## src/rtl/cache_pkg.sv

```systemverilog
package cache_pkg;

  parameter int NUM_WAYS_DEFAULT = 4;
  parameter int NUM_SETS = 4;
  parameter int LINE_BYTES = 16;

  // Address layout: bit 14 uncacheable, 13..6 tag, 5..4 index, 3..0 offset
  typedef logic [14:0] paddr_t;
  typedef logic [7:0] tag_t;
  typedef logic [1:0] index_t;
  typedef logic [127:0] line_t;
  typedef logic [15:0] mask_t;
  typedef logic [1:0] way_t;

  // 0 is the most recently used way of a set
  typedef logic [1:0] age_t;

  typedef logic [3:0] ret_id_t;
  typedef logic [15:0] size_t;

  typedef struct packed {
    logic   write;
    paddr_t addr;
    line_t  data;
    mask_t  mask;
  } cache_req_t;

  typedef struct packed {
    line_t data;
    logic  uncached;
  } cache_rsp_t;

  // Memory side message, used on both the fill and the extract port
  typedef struct packed {
    logic    write;
    paddr_t  addr;
    line_t   data;
    ret_id_t ret_id;
    size_t   size;
  } mem_req_t;

  typedef enum logic [2:0] {
    st_idle,
    st_lookup,
    st_respond,
    st_writeback,
    st_fill,
    st_install,
    st_release
  } miss_state_t;

  // Byte-wise merge of new data over an old line
  function automatic line_t merge_line(line_t old_line, line_t new_line, mask_t mask);
    line_t result;
    result = old_line;
    for (int b = 0; b < LINE_BYTES; b++) begin
      if (mask[b]) begin
        result[b*8 +: 8] = new_line[b*8 +: 8];
      end
    end
    return result;
  endfunction

endpackage

```

## src/rtl/cache_bank.sv

```systemverilog
`timescale 1ns/100ps

module cache_bank #(
  parameter int                 NUM_WAYS = cache_pkg::NUM_WAYS_DEFAULT,
  parameter cache_pkg::ret_id_t BANK_ID  = 4'd0
) (
  input  logic                  clk,
  input  logic                  rst_n,
  input  logic                  req,
  input  cache_pkg::cache_req_t req_data,
  output logic                  ack,
  output cache_pkg::cache_rsp_t rsp,
  output logic                  fill_req,
  output cache_pkg::mem_req_t   fill_msg,
  input  logic                  fill_ack,
  input  cache_pkg::line_t      fill_data,
  output logic                  wb_req,
  output cache_pkg::mem_req_t   wb_msg,
  input  logic                  wb_ack
);

  cache_pkg::index_t index;
  cache_pkg::tag_t   lookup_tag;

  // Registered array read data
  cache_pkg::tag_t [NUM_WAYS-1:0]  tags;
  logic [NUM_WAYS-1:0]             valids;
  logic [NUM_WAYS-1:0]             dirtys;
  cache_pkg::age_t [NUM_WAYS-1:0]  ages;
  cache_pkg::line_t [NUM_WAYS-1:0] lines;

  // Lookup results
  logic             hit;
  cache_pkg::way_t  hit_way;
  cache_pkg::way_t  victim_way;
  logic             victim_dirty;
  cache_pkg::tag_t  victim_tag;
  cache_pkg::line_t hit_line;
  cache_pkg::line_t merged_line;

  // Array update controls
  cache_pkg::line_t wr_data_line;
  cache_pkg::mask_t wr_data_mask;
  logic             tag_wr_en;
  logic             data_wr_en;
  cache_pkg::way_t  wr_way;
  logic             wr_dirty;
  logic             touch_en;
  cache_pkg::way_t  touch_way;

  cache_miss_ctrl #(
    .BANK_ID(BANK_ID)
  ) u_ctrl (
    .clk(clk),
    .rst_n(rst_n),
    .req(req),
    .req_data(req_data),
    .ack(ack),
    .rsp(rsp),
    .fill_req(fill_req),
    .fill_msg(fill_msg),
    .fill_ack(fill_ack),
    .fill_data(fill_data),
    .wb_req(wb_req),
    .wb_msg(wb_msg),
    .wb_ack(wb_ack),
    .index(index),
    .lookup_tag(lookup_tag),
    .wr_data_line(wr_data_line),
    .wr_data_mask(wr_data_mask),
    .hit(hit),
    .hit_way(hit_way),
    .victim_way(victim_way),
    .victim_dirty(victim_dirty),
    .victim_tag(victim_tag),
    .hit_line(hit_line),
    .merged_line(merged_line),
    .tag_wr_en(tag_wr_en),
    .data_wr_en(data_wr_en),
    .wr_way(wr_way),
    .wr_dirty(wr_dirty),
    .touch_en(touch_en),
    .touch_way(touch_way)
  );

  cache_tag_store #(
    .NUM_WAYS(NUM_WAYS)
  ) u_tags (
    .clk(clk),
    .rst_n(rst_n),
    .rd_index(index),
    .tags(tags),
    .valids(valids),
    .dirtys(dirtys),
    .ages(ages),
    .wr_en(tag_wr_en),
    .wr_way(wr_way),
    .wr_tag(lookup_tag),
    .wr_dirty(wr_dirty),
    .touch_en(touch_en),
    .touch_way(touch_way)
  );

  cache_data_store #(
    .NUM_WAYS(NUM_WAYS)
  ) u_data (
    .clk(clk),
    .rd_index(index),
    .lines(lines),
    .wr_en(data_wr_en),
    .wr_index(index),
    .wr_way(wr_way),
    .wr_line(wr_data_line),
    .wr_mask(wr_data_mask)
  );

  cache_lookup #(
    .NUM_WAYS(NUM_WAYS)
  ) u_lookup (
    .tag(lookup_tag),
    .tags(tags),
    .valids(valids),
    .dirtys(dirtys),
    .ages(ages),
    .lines(lines),
    .wr_line(wr_data_line),
    .wr_mask(wr_data_mask),
    .hit(hit),
    .hit_way(hit_way),
    .victim_way(victim_way),
    .victim_dirty(victim_dirty),
    .victim_tag(victim_tag),
    .hit_line(hit_line),
    .merged_line(merged_line)
  );

endmodule

```

## src/rtl/cache_data_store.sv

```systemverilog
`timescale 1ns/100ps

module cache_data_store #(
  parameter int NUM_WAYS = 4
) (
  input  logic                             clk,
  input  cache_pkg::index_t                rd_index,
  output cache_pkg::line_t [NUM_WAYS-1:0]  lines,
  input  logic                             wr_en,
  input  cache_pkg::index_t                wr_index,
  input  cache_pkg::way_t                  wr_way,
  input  cache_pkg::line_t                 wr_line,
  input  cache_pkg::mask_t                 wr_mask
);

  cache_pkg::line_t line_mem [cache_pkg::NUM_SETS][NUM_WAYS];

  // Only bytes with a set mask bit change; an install passes a full mask
  always_ff @(posedge clk) begin
    if (wr_en) begin
      line_mem[wr_index][wr_way] <= cache_pkg::merge_line(line_mem[wr_index][wr_way],
                                                          wr_line, wr_mask);
    end
  end

  // All ways of the set are read together
  always_ff @(posedge clk) begin
    for (int w = 0; w < NUM_WAYS; w++) begin
      lines[w] <= line_mem[rd_index][w];
    end
  end

endmodule

```

## src/rtl/cache_lookup.sv

```systemverilog
`timescale 1ns/100ps

module cache_lookup #(
  parameter int NUM_WAYS = 4
) (
  input  cache_pkg::tag_t                  tag,
  input  cache_pkg::tag_t [NUM_WAYS-1:0]   tags,
  input  logic [NUM_WAYS-1:0]              valids,
  input  logic [NUM_WAYS-1:0]              dirtys,
  input  cache_pkg::age_t [NUM_WAYS-1:0]   ages,
  input  cache_pkg::line_t [NUM_WAYS-1:0]  lines,
  input  cache_pkg::line_t                 wr_line,
  input  cache_pkg::mask_t                 wr_mask,
  output logic                             hit,
  output cache_pkg::way_t                  hit_way,
  output cache_pkg::way_t                  victim_way,
  output logic                             victim_dirty,
  output cache_pkg::tag_t                  victim_tag,
  output cache_pkg::line_t                 hit_line,
  output cache_pkg::line_t                 merged_line
);

  logic            found_free;
  cache_pkg::age_t oldest_age;
  cache_pkg::way_t sel_way;

  // Tag compare against valid ways
  always_comb begin
    hit = 1'b0;
    hit_way = '0;
    for (int w = 0; w < NUM_WAYS; w++) begin
      if (valids[w] && tags[w] == tag) begin
        hit = 1'b1;
        hit_way = cache_pkg::way_t'(w);
      end
    end
  end

  // Victim: first invalid way, else the oldest one
  always_comb begin
    found_free = 1'b0;
    oldest_age = '0;
    victim_way = '0;
    for (int w = 0; w < NUM_WAYS; w++) begin
      if (!found_free) begin
        if (!valids[w]) begin
          found_free = 1'b1;
          victim_way = cache_pkg::way_t'(w);
        end else if (ages[w] >= oldest_age) begin
          oldest_age = ages[w];
          victim_way = cache_pkg::way_t'(w);
        end
      end
    end
  end

  assign victim_dirty = valids[victim_way] && dirtys[victim_way];
  assign victim_tag = tags[victim_way];

  // On a miss this is the victim line, which the writeback needs
  assign sel_way = hit ? hit_way : victim_way;
  assign hit_line = lines[sel_way];

  assign merged_line = cache_pkg::merge_line(hit_line, wr_line, wr_mask);

endmodule

```

## src/rtl/cache_miss_ctrl.sv

```systemverilog
`timescale 1ns/100ps

module cache_miss_ctrl #(
  parameter cache_pkg::ret_id_t BANK_ID = '0
) (
  input  logic                  clk,
  input  logic                  rst_n,
  input  logic                  req,
  input  cache_pkg::cache_req_t req_data,
  output logic                  ack,
  output cache_pkg::cache_rsp_t rsp,
  output logic                  fill_req,
  output cache_pkg::mem_req_t   fill_msg,
  input  logic                  fill_ack,
  input  cache_pkg::line_t      fill_data,
  output logic                  wb_req,
  output cache_pkg::mem_req_t   wb_msg,
  input  logic                  wb_ack,
  output cache_pkg::index_t     index,
  output cache_pkg::tag_t       lookup_tag,
  output cache_pkg::line_t      wr_data_line,
  output cache_pkg::mask_t      wr_data_mask,
  input  logic                  hit,
  input  cache_pkg::way_t       hit_way,
  input  cache_pkg::way_t       victim_way,
  input  logic                  victim_dirty,
  input  cache_pkg::tag_t       victim_tag,
  input  cache_pkg::line_t      hit_line,
  input  cache_pkg::line_t      merged_line,
  output logic                  tag_wr_en,
  output logic                  data_wr_en,
  output cache_pkg::way_t       wr_way,
  output logic                  wr_dirty,
  output logic                  touch_en,
  output cache_pkg::way_t       touch_way
);

  cache_pkg::miss_state_t state;
  cache_pkg::cache_req_t  req_q;
  logic                   rd_wait;

  cache_pkg::way_t   victim_q;
  cache_pkg::paddr_t wb_addr;
  cache_pkg::line_t  wb_line;
  cache_pkg::line_t  fill_line;
  cache_pkg::line_t  rsp_line;
  cache_pkg::paddr_t line_addr;

  logic uncached;
  logic eval;
  logic bypass;
  logic fill_done;
  logic install_go;

  assign uncached = req_q.addr[14];
  assign line_addr = {req_q.addr[14:4], 4'b0000};
  assign index = req_q.addr[5:4];
  assign lookup_tag = req_q.addr[13:6];

  // Array data is valid once the read cycle has passed
  assign eval = (state == cache_pkg::st_lookup) && !rd_wait && !uncached;
  assign bypass = (state == cache_pkg::st_lookup) && uncached;
  assign fill_done = (state == cache_pkg::st_fill) && fill_ack;
  assign install_go = (state == cache_pkg::st_install) && !fill_ack && !uncached;

  // Write hit merges into the way; install puts the clean fill line in the victim way
  assign tag_wr_en = (eval && hit && req_q.write) || install_go;
  assign data_wr_en = tag_wr_en;
  assign wr_way = install_go ? victim_q : hit_way;
  assign wr_dirty = eval;
  assign wr_data_line = install_go ? fill_line : req_q.data;
  assign wr_data_mask = install_go ? '1 : req_q.mask;
  assign touch_en = eval && hit;
  assign touch_way = hit_way;

  always_comb begin
    fill_msg.write = 1'b0;
    fill_msg.addr = line_addr;
    fill_msg.data = '0;
    fill_msg.ret_id = BANK_ID;
    fill_msg.size = cache_pkg::size_t'(cache_pkg::LINE_BYTES);
  end

  always_comb begin
    wb_msg.write = 1'b1;
    wb_msg.addr = wb_addr;
    wb_msg.data = wb_line;
    wb_msg.ret_id = BANK_ID;
    wb_msg.size = cache_pkg::size_t'(cache_pkg::LINE_BYTES);
  end

  assign rsp.data = rsp_line;
  assign rsp.uncached = uncached;

  always_ff @(posedge clk) begin
    if (state == cache_pkg::st_idle && req) begin
      req_q <= req_data;
      rsp_line <= req_data.data;
    end
    if (eval && hit) begin
      rsp_line <= req_q.write ? merged_line : hit_line;
    end
    if (eval && !hit) begin
      victim_q <= victim_way;
      wb_addr <= {1'b0, victim_tag, req_q.addr[5:4], 4'b0000};
      wb_line <= hit_line;
    end
    if (bypass) begin
      wb_addr <= line_addr;
      wb_line <= req_q.data;
    end
    if (fill_done) begin
      fill_line <= fill_data;
      if (uncached) begin
        rsp_line <= fill_data;
      end
    end
  end

  always_ff @(posedge clk) begin
    if (!rst_n) begin
      state <= cache_pkg::st_idle;
      rd_wait <= 1'b0;
      ack <= 1'b0;
      fill_req <= 1'b0;
      wb_req <= 1'b0;
    end else begin
      case (state)
        cache_pkg::st_idle: begin
          if (req) begin
            rd_wait <= 1'b1;
            state <= cache_pkg::st_lookup;
          end
        end
        cache_pkg::st_lookup: begin
          if (uncached) begin
            if (req_q.write) begin
              wb_req <= 1'b1;
              state <= cache_pkg::st_writeback;
            end else begin
              fill_req <= 1'b1;
              state <= cache_pkg::st_fill;
            end
          end else if (rd_wait) begin
            rd_wait <= 1'b0;
          end else if (hit) begin
            state <= cache_pkg::st_respond;
          end else if (victim_dirty) begin
            wb_req <= 1'b1;
            state <= cache_pkg::st_writeback;
          end else begin
            fill_req <= 1'b1;
            state <= cache_pkg::st_fill;
          end
        end
        cache_pkg::st_writeback: begin
          // Wait for both halves of the extract handshake
          if (wb_req) begin
            if (wb_ack) begin
              wb_req <= 1'b0;
            end
          end else if (!wb_ack) begin
            if (uncached) begin
              state <= cache_pkg::st_respond;
            end else begin
              fill_req <= 1'b1;
              state <= cache_pkg::st_fill;
            end
          end
        end
        cache_pkg::st_fill: begin
          if (fill_ack) begin
            fill_req <= 1'b0;
            state <= cache_pkg::st_install;
          end
        end
        cache_pkg::st_install: begin
          // Re-read the set so the hit path finishes the request
          if (!fill_ack) begin
            if (uncached) begin
              state <= cache_pkg::st_respond;
            end else begin
              rd_wait <= 1'b1;
              state <= cache_pkg::st_lookup;
            end
          end
        end
        cache_pkg::st_respond: begin
          ack <= 1'b1;
          state <= cache_pkg::st_release;
        end
        cache_pkg::st_release: begin
          if (!req) begin
            ack <= 1'b0;
            state <= cache_pkg::st_idle;
          end
        end
        default: begin
          state <= cache_pkg::st_idle;
        end
      endcase
    end
  end

endmodule

```

## src/rtl/cache_tag_store.sv

```systemverilog
`timescale 1ns/100ps

module cache_tag_store #(
  parameter int NUM_WAYS = 4
) (
  input  logic                             clk,
  input  logic                             rst_n,
  input  cache_pkg::index_t                rd_index,
  output cache_pkg::tag_t [NUM_WAYS-1:0]   tags,
  output logic [NUM_WAYS-1:0]              valids,
  output logic [NUM_WAYS-1:0]              dirtys,
  output cache_pkg::age_t [NUM_WAYS-1:0]   ages,
  input  logic                             wr_en,
  input  cache_pkg::way_t                  wr_way,
  input  cache_pkg::tag_t                  wr_tag,
  input  logic                             wr_dirty,
  input  logic                             touch_en,
  input  cache_pkg::way_t                  touch_way
);

  cache_pkg::tag_t tag_mem [cache_pkg::NUM_SETS][NUM_WAYS];
  logic [NUM_WAYS-1:0] valid_mem [cache_pkg::NUM_SETS];
  logic [NUM_WAYS-1:0] dirty_mem [cache_pkg::NUM_SETS];
  cache_pkg::age_t age_mem [cache_pkg::NUM_SETS][NUM_WAYS];

  // Age of the way being touched, before the update
  cache_pkg::age_t touch_age;

  assign touch_age = age_mem[rd_index][touch_way];

  // Tag of the installed or written way
  always_ff @(posedge clk) begin
    if (wr_en) begin
      tag_mem[rd_index][wr_way] <= wr_tag;
    end
  end

  always_ff @(posedge clk) begin
    if (!rst_n) begin
      for (int s = 0; s < cache_pkg::NUM_SETS; s++) begin
        valid_mem[s] <= '0;
        dirty_mem[s] <= '0;
        for (int w = 0; w < NUM_WAYS; w++) begin
          age_mem[s][w] <= cache_pkg::age_t'(w);
        end
      end
    end else begin
      if (wr_en) begin
        valid_mem[rd_index][wr_way] <= 1'b1;
        dirty_mem[rd_index][wr_way] <= wr_dirty;
      end
      // Touched way becomes youngest, ways younger than it shift up by one
      if (touch_en) begin
        for (int w = 0; w < NUM_WAYS; w++) begin
          if (cache_pkg::way_t'(w) == touch_way) begin
            age_mem[rd_index][w] <= '0;
          end else if (age_mem[rd_index][w] < touch_age) begin
            age_mem[rd_index][w] <= age_mem[rd_index][w] + cache_pkg::age_t'(1);
          end
        end
      end
    end
  end

  // Registered read, one cycle after the index
  always_ff @(posedge clk) begin
    for (int w = 0; w < NUM_WAYS; w++) begin
      tags[w] <= tag_mem[rd_index][w];
      ages[w] <= age_mem[rd_index][w];
    end
    valids <= valid_mem[rd_index];
    dirtys <= dirty_mem[rd_index];
  end

endmodule

```

## config.mk

```make
export PLATFORM = sky130hd
export DESIGN_NAME = cache_bank
export DESIGN_NICKNAME = d
export VERILOG_FILES = /design/src/rtl/cache_pkg.sv /design/src/rtl/cache_bank.sv /design/src/rtl/cache_data_store.sv /design/src/rtl/cache_lookup.sv /design/src/rtl/cache_miss_ctrl.sv /design/src/rtl/cache_tag_store.sv
export SDC_FILE = /design/constraint.sdc
export NUM_CORES = 2
export LEC_CHECK = 0
export BUFFER_PORTS_ARGS = -buffer_cell sky130_fd_sc_hd__buf_2
export CAP_MARGIN = 20
export CORE_ASPECT_RATIO = 1.5
export CORE_MARGIN = 10
export CORE_UTILIZATION = 27
export CTS_CLUSTER_SIZE = 10
export DETAILED_ROUTE_END_ITERATION = 16
export PLACE_DENSITY_LB_ADDON = 0.05
export SYNTH_ARGS = -nofsm -noshare
export SYNTH_HDL_FRONTEND = slang
export SYNTH_SLANG_ARGS = --single-unit
```

## constraint.sdc

```tcl
create_clock -name clk -period 11.79 [get_ports clk]
set_clock_uncertainty 0.2 [all_clocks]
set_input_delay 0.5895 -clock clk [delete_from_list [all_inputs] [get_ports clk]]
set_output_delay 0.5895 -clock clk [all_outputs]
set_load 0.02 [all_outputs]
```

-- Word level (Yosys, flattened, before mapping)
Memory sizes are Yosys's and may differ from the RTL's. A register that Yosys moved wholly into a read port is not among the register bits.
Index checks and enable logic that the tools add are counted.
- register bits after elaboration: 1084
- RAM bits: 2240
- input bits: 293
- output and inout bits: 460
- word-level logic and storage cells: 322
- memories kept: 5
- memory list (name ; words ; width ; read ports ; clocked after Yosys merged registers in ; wr ports ; RTL line ; text):
    u_data.line_mem ; 4 ; 512 ; 1 ; 1 ; 1 ; cache_data_store.sv:16 ; cache_pkg::line_t line_mem [cache_pkg::NUM_SETS][NUM_WAYS];
    u_tags.tag_mem ; 4 ; 32 ; 1 ; 1 ; 1 ; cache_tag_store.sv:21 ; cache_pkg::tag_t tag_mem [cache_pkg::NUM_SETS][NUM_WAYS];
    u_tags.age_mem ; 4 ; 8 ; 1 ; 1 ; 4 ; cache_tag_store.sv:24 ; cache_pkg::age_t age_mem [cache_pkg::NUM_SETS][NUM_WAYS];
    u_tags.dirty_mem ; 4 ; 4 ; 1 ; 1 ; 4 ; cache_tag_store.sv:23 ; logic [NUM_WAYS-1:0] dirty_mem [cache_pkg::NUM_SETS];
    u_tags.valid_mem ; 4 ; 4 ; 1 ; 1 ; 4 ; cache_tag_store.sv:22 ; logic [NUM_WAYS-1:0] valid_mem [cache_pkg::NUM_SETS];
- $add $sub $neg: 4
- $lt $le $gt $ge: 15
- eq/ne operators: 28
- mux-type cells: 205
- bitwise operators: 6
- reductions and logical operators: 37
- operators with widths (cell ; count):
    128-bit two-way mux ; 12
    128-bit binary-select mux with 2-bit select ; 2
    512-bit two-way mux ; 1
    8-bit two-way mux ; 51
    128-bit demux with 2-bit select ; 1
    1-bit two-way mux ; 73
    2-bit two-way mux ; 32
    3-bit two-way mux ; 12
    8-bit equality test ; 4
    32-bit two-way mux ; 1
    15-bit two-way mux ; 2
    4-bit two-way mux ; 6
    3-bit case mux with 7 select lines ; 1
    2-bit inequality test, second input constant ; 9
    1-bit logical AND ; 17
    8-bit binary-select mux with 2-bit select ; 1
    8-bit demux with 2-bit select ; 1
    16-bit two-way mux ; 1
    5-bit AND reduction ; 2
    3-bit equality test, second input constant ; 3
    2-bit by 3-bit less-than comparator with 1-bit output, second input constant ; 3
    3-bit inequality test, second input constant ; 3
    9-bit AND reduction ; 1
    2-bit by 1-bit adder with 2-bit output, second input constant ; 4
    other kinds (28) ; 52

-- Longest topological paths before layout
- depth in word-level cells: 23
- depth in mapped cells: 25
- depth with buffers taken out: 21

-- Modules after synthesis
A second synthesis with hierarchy kept.
- cell total of the unflattened synthesis: 8727
- area, all modules: 145602.1 um^2
- by module, submodules not included (module ; instances ; cells an instance ; area an instance (um^2) ; sequential area each (um^2)):
    cache_data_store ; 1 ; 4991 ; 100724.1 ; 71748.8
    cache_miss_ctrl ; 1 ; 2008 ; 26344.0 ; 15464.8
    cache_tag_store ; 1 ; 531 ; 9287.7 ; 6726.5
    cache_lookup ; 1 ; 1197 ; 9246.4 ; 0.0

-- Worst setup path after synthesis
No wires, ideal clock.
- path kind: in2reg
- start point: input fill_ack
- end point: register u_ctrl.rsp_line[22]
- setup time: 0.095 ns
- arrival time: 11.696 ns
- required time: 11.495 ns
- setup slack: -0.202 ns
- stages on the path: 7
- path buffers: 1
- path through: nand2_1 -> nor3_1 -> nand2_1 -> nand2_1 -> clkbuf_1 -> o221ai_1 -> a221oi_1
- elaborated cells between the ends (all ways): 11
- those cells by class: 7 x mux; 4 x reduce/logical
- RTL lines (item ; RTL line ; text):
    start, declared ; cache_bank.sv:15 ; input logic fill_ack,
    1-bit logical AND ; cache_miss_ctrl.sv:63 ; assign fill_done = (state == cache_pkg::st_fill) && fill_ack;
    net u_ctrl.fill_done ; cache_miss_ctrl.sv:52 ; logic fill_done;
    128-bit two-way mux ; cache_miss_ctrl.sv:112 ; if (fill_done) begin
    end signal, assigned ; cache_miss_ctrl.sv:98 ; rsp_line <= req_data.data;
    end signal, assigned ; cache_miss_ctrl.sv:101 ; rsp_line <= req_q.write ? merged_line : hit_line;
    end signal, assigned ; cache_miss_ctrl.sv:115 ; rsp_line <= fill_data;
    end, declared ; cache_miss_ctrl.sv:46 ; cache_pkg::line_t rsp_line;
The timed path passes the listed nets, and every way through them passes these cells.
A chain may end at the register's enable or synchronous reset.

-- Final worst setup path
- start point: register u_tags.valids[0], read port of u_tags.valid_mem
- end point: register u_ctrl.wb_line[55], data pin
- longest elaborated chain between the ends: 18
- elaborated cells between the ends (all ways): 33
- those cells by class: 3 x order compare; 29 x mux; 1 x reduce/logical
- ends and longest elaborated chain (item ; RTL line ; text):
    start, declared ; cache_tag_store.sv:10 ; output logic [NUM_WAYS-1:0] valids,
    2-bit two-way mux ; cache_lookup.sv:46 ; if (!valids[w]) begin
    2-bit greater-or-equal comparator ; cache_lookup.sv:49 ; end else if (ages[w] >= oldest_age) begin
    2-bit two-way mux ; cache_lookup.sv:49 ;
    2-bit two-way mux ; cache_lookup.sv:46 ;
    2-bit two-way mux ; cache_lookup.sv:45 ; if (!found_free) begin
    2-bit greater-or-equal comparator ; cache_lookup.sv:49 ;
    2-bit two-way mux ; cache_lookup.sv:49 ;
    2-bit two-way mux ; cache_lookup.sv:46 ;
    [2 not listed] ; n/a ;
    2-bit two-way mux ; cache_lookup.sv:49 ;
    2-bit two-way mux ; cache_lookup.sv:46 ;
    2-bit two-way mux ; cache_lookup.sv:45 ;
    2-bit two-way mux * ; cache_lookup.sv:61 ; assign sel_way = hit ? hit_way : victim_way;
    128-bit binary-select mux with 2-bit select * ; cache_lookup.sv:62 ; assign hit_line = lines[sel_way];
    128-bit two-way mux (implied by the code) * ; cache_lookup.sv:62 ;
    128-bit two-way mux * ; cache_miss_ctrl.sv:103 ; if (eval && !hit) begin
    128-bit two-way mux * ; cache_miss_ctrl.sv:108 ; if (bypass) begin
    end signal, assigned ; cache_miss_ctrl.sv:106 ; wb_line <= hit_line;
    end signal, assigned ; cache_miss_ctrl.sv:110 ; wb_line <= req_q.data;
    end, declared ; cache_miss_ctrl.sv:44 ; cache_pkg::line_t wb_line;
Every way passes the cells marked *; elsewhere a longest branch is shown, timed or not. The select of a mux whose other input is x is not followed.

==> summary.md <==
| Metric | Value |
|---|---|
| Sw Pwr | `around 12 mW` |
| Syn_area_per_cell | `roughly 17 sq um` |
| Switching part of the total | `0.326` |
| Nets | `8840` |
| Max-Slew Margin vs Limit | `0.0905` |
| Multiplexer area fraction after synthesis | `0.128` |
| Die width | `585 microns` |
| Worst slew pin tran | `1.36 ns` |
| Status | `complete, no violations` |
| Share of cells above drive strength 1 | `0.231` |
| Worst-path fanout max | `23` |
| Most common cell after layout, fill and taps aside | `edfxtp_1` |
| Clock root cell | `clkbuf_16` |
| CP Launch Type | `register` |
| Slew Limit Fails | `0` |
| Commonest non-fill, non-tap cells in the layout | `edfxtp_1, dfxtp_1, buf_2` |
| 1st-iter DRT viols | `about 6600` |
| First-pass GRT wire length | `between 600 and 700 mm` |
| Leak Pwr | `51.4 nW` |
| Final non-filler cell total | `roughly 15000` |
| Total Routed Length | `between 500 and 600 mm` |
| CP Capture Type | `register` |
| Vias after detailed routing | `between 70000 and 80000` |
| Final weighted congestion in routability-driven placement | `between 0.7 and 0.8` |
| Deepest clock path buffer count | `4` |
| Min-delay worst type | `in -> reg` |
| Site Rows | `between 300 and 400` |
| Pwr Total | `37.4 mW` |
| Initial antenna violation count | `between 70 and 80` |
| Sequential share of the synthesized area | `0.726` |
| Synth Area in Adders | `0.00116` |
| Setup Viol. Count Final | `0` |
| Reg2reg start | `u_tags.valids[0]$_DFF_P_` |
| WS Path Type | `reg -> reg` |
| Number of max-cap violations | `0` |
| Reg power frac | `0.443` |
| Clock slew at reported path FFs | `about 0.060 ns` |
| Post-DP HPWL | `about 290 mm` |
| Setup ws final | `approximately 4.5 ns` |
| Largest family of logic cells by synthesized area | `multiplexers` |
| Pint | `between 20 and 30 mW` |
| Cell Area, Synth | `around 130000 sq um` |
| H-tree levels | `5` |
| Post-synth ARST share | `0` |
| Port bufs | `570` |
| Post-Synth XOR/XNOR Area | `0.00244` |
| Worst path required time | `roughly 12 ns` |
| Starting density of the core | `0.271` |
| Worst vdd ir | `around 160 uV` |
| Total GRT Usage | `0.193` |
| Pwr dens | `242 nW/um^2` |
| Number of synthesized flops with an enable pin | `2665` |
| Vias per cell | `around 5` |
| Clock share of power | `0.302` |
| Boundary pin count | `~750` |
| CTS tree | `built` |
| Final ANT Viol Nets | `0` |
| Minimum clock period | `about 7.3 ns` |
| Die Ht | `slightly below 900 microns` |
| WHS | `0.122 ns` |
| Hold Vio Cnt, Final | `0` |
| Layout area overhead | `19.6%` |
| Largest net degree at the start of global routing | `~110` |
| Comb power frac | `0.254` |
| Routed WL per cell | `33.4 microns` |
| Die area | `~510000 sq um` |
| Drt pass-1 iters | `6` |
| Setup tns final | `0 ns` |
| Seq cells post-synth | `3362` |
| Mapped Cells | `7491` |
| CORE AREA | `about 480000 sq um` |
| Post-Place Cells | `between 10000 and 15000` |
| DP Area | `140000 sq um` |
| Post-synthesis compound-gate area fraction | `0.0730` |
| Worst Hold Launch | `req_data[77]` |
| Ys Warns | `0` |
| Clock insertion delay at the later pin of the skew report | `just under 1 ns` |
| Synth Flop Type | `edfxtp_1` |
| Worst EP arrival | `about 7.8 ns` |
| Number of different library cells in the post-synthesis netlist | `between 60 and 70` |
| Unrepaired setup endpoints after global routing | `no` |
| Worst Setup SP | `u_tags.valids[0]$_DFF_P_` |
| Num Clock Sinks | `~3400` |
| Period utilisation layout | `0.622` |
| Post-Synth Simple-Gate Area | `0.0412` |
| Total CTS buffers | `between 300 and 400` |
| Number of remaining DRC errors | `0` |
| Pre-CTS setup slack | `~4.3 ns` |
| Total grt overflow | `0` |
| Vias in the first global route | `79997` |
| End-of-flow core utilization | `0.324` |
| Post-route cell area | `around 150000 sq um` |
| Fmax | `0.136 GHz` |
==> state kept, by name, summed over array words and instances (netlist names), named ones only <==
| signal | count |
|---|---|
| u_ctrl.fill_req | 1 |
| u_tags.tags | 32 |
| u_ctrl.fill_line | 128 |
| u_ctrl.rd_wait | 1 |
| u_tags.tag_mem | 128 |
| u_ctrl.state | 3 |
| u_data.line_mem | 2048 |
| u_ctrl.victim_q | 2 |
| u_ctrl.req_q | 145 |
| u_tags.age_mem | 32 |
| u_tags.dirty_mem | 16 |
| u_ctrl.fill_msg | 11 |
| u_data.lines | 512 |
| u_ctrl.wb_addr | 11 |
| u_ctrl.wb_req | 1 |
| u_tags.ages | 8 |
| u_tags.dirtys | 4 |
| u_ctrl.ack | 1 |
| u_ctrl.rsp_line | 128 |
| u_ctrl.wb_line | 128 |
| u_tags.valid_mem | 16 |
| u_tags.valids | 4 |
==> synthesized netlist by cell type (6+ instances only) <==
library cell / n / share of area
a2111oi_0: 96 / 0.0065
a211oi_1: 319 / 0.019
a21o_1: 41 / 0.0024
a21oi_1: 120 / 0.0046
a221oi_1: 50 / 0.0034
a222oi_1: 73 / 0.0056
a311o_1: 11 / 0.00085
a31oi_1: 14 / 0.00068
a32oi_1: 93 / 0.0063
and2_1: 34 / 0.0016
and3_1: 201 / 0.0097
buf_1: 58 / 0.0017
buf_2: 100 / 0.0039
buf_4: 191 / 0.011
buf_6: 8 / 0.00070
clkbuf_1: 302 / 0.0088
dfxtp_1: 697 / 0.11
edfxtp_1: 2665 / 0.62
ha_1: 12 / 0.0012
inv_1: 47 / 0.0014
mux2_2: 54 / 0.0047
mux2_4: 60 / 0.0070
mux2i_1: 244 / 0.019
mux4_2: 560 / 0.097
nand2_1: 568 / 0.016
nand2b_1: 13 / 0.00063
nand3_1: 19 / 0.00073
nand3b_1: 6 / 0.00035
nor2_1: 167 / 0.0048
nor2b_1: 31 / 0.0015
nor3_1: 21 / 0.00081
nor3b_1: 15 / 0.00087
nor4_1: 16 / 0.00077
o2111ai_1: 30 / 0.0020
o21ai_0: 201 / 0.0078
o21ai_1: 67 / 0.0026
o221ai_1: 37 / 0.0025
o22ai_1: 17 / 0.00082
o31ai_1: 113 / 0.0066
or2_2: 21 / 0.0010
or3_1: 17 / 0.00082
xnor2_1: 34 / 0.0023
==> cell families after synthesis <==
kind of cell / count (synthesis)
DFF: 3362
AOI/OAI and AO/OA: 1308
and+or+nand+nor: 1144
muxes: 921
buffers and inverters: 706
xor gates and xnor gates: 36
adders and majority gates: 12
other: 2
==> area by class of cell <==
type | count | area (sq um)
fill | 46447 | 323000
sequential | 3362 | 94000
multi-input combinational | 3599 | 32900
clock buffer | 688 | 11000
timing repair buffer | 1137 | 8220
tap | 6260 | 7830
clock inverter | 41 | 465
inverter | 47 | 244
antenna | 32 | 80.1
==> layer usage <==
layer	wire length, microns	share of wire	vias to the layer above	global-route usage
li1	-	-	32007	-
met1	219000	0.43	40911	0.260
met2	246000	0.49	2525	0.327
met3	29200	0.058	609	0.0326
met4	11800	0.023	34	0.0420
met5	237	0.00047	-	0
==> worst paths after layout <==
kind,end,slack (ns),cells after the start
setup / recovery,u_ctrl.wb_line[55]$_DFFE_PP_,4.46,23
hold / removal,u_ctrl.req_q[77]$_DFFE_PP_,0.12,2
hold reg to reg,u_ctrl.fill_req$_SDFFE_PN0P_,0.28,2
setup reg to reg,u_ctrl.wb_line[55]$_DFFE_PP_,4.46,23
==> power groups by stage <==
stage               clock network (mW)  registers [mW]  logic (mW)
floorplan                            0            16.8        5.35
global placement                     0            16.9        9.37
detailed placement                   0            16.8        9.48
CTS                               11.7            16.6        9.61
global route                      12.1            16.7        10.3
finish                            11.3            16.6        9.51
==> worst max-delay path, cell delays in order (launching register included) <==
cell      delay, ns
dfxtp_1        0.51
and2_1         0.18
ha_1           0.22
nand2b_1       0.15
a21oi_1        0.37
nand2b_1       0.18
mux2i_1        0.19
nor2b_1        0.08
ha_1           0.27
nor2b_1        0.04
o21bai_1       0.31
nand3_1        0.14
mux2_2         0.30
ha_1           0.26
nand2b_1       0.15
a21oi_1        0.25
o211ai_1       0.13
nand3_1        0.11
buf_4          0.29
o21a_4         0.86
buf_4          0.48
mux2_2         0.39
o221ai_1       0.72
o21ai_0        0.23
==> what timing repair did <==
item                                    in CTS  in global routing
hold endpoints to repair                   421                  0
setup buffers                                0                  0
endpoints found under the setup margin       0                  0
hold buffers                               290                  0
resized for setup                            0                  0
Power figures use the tool's default switching activity.
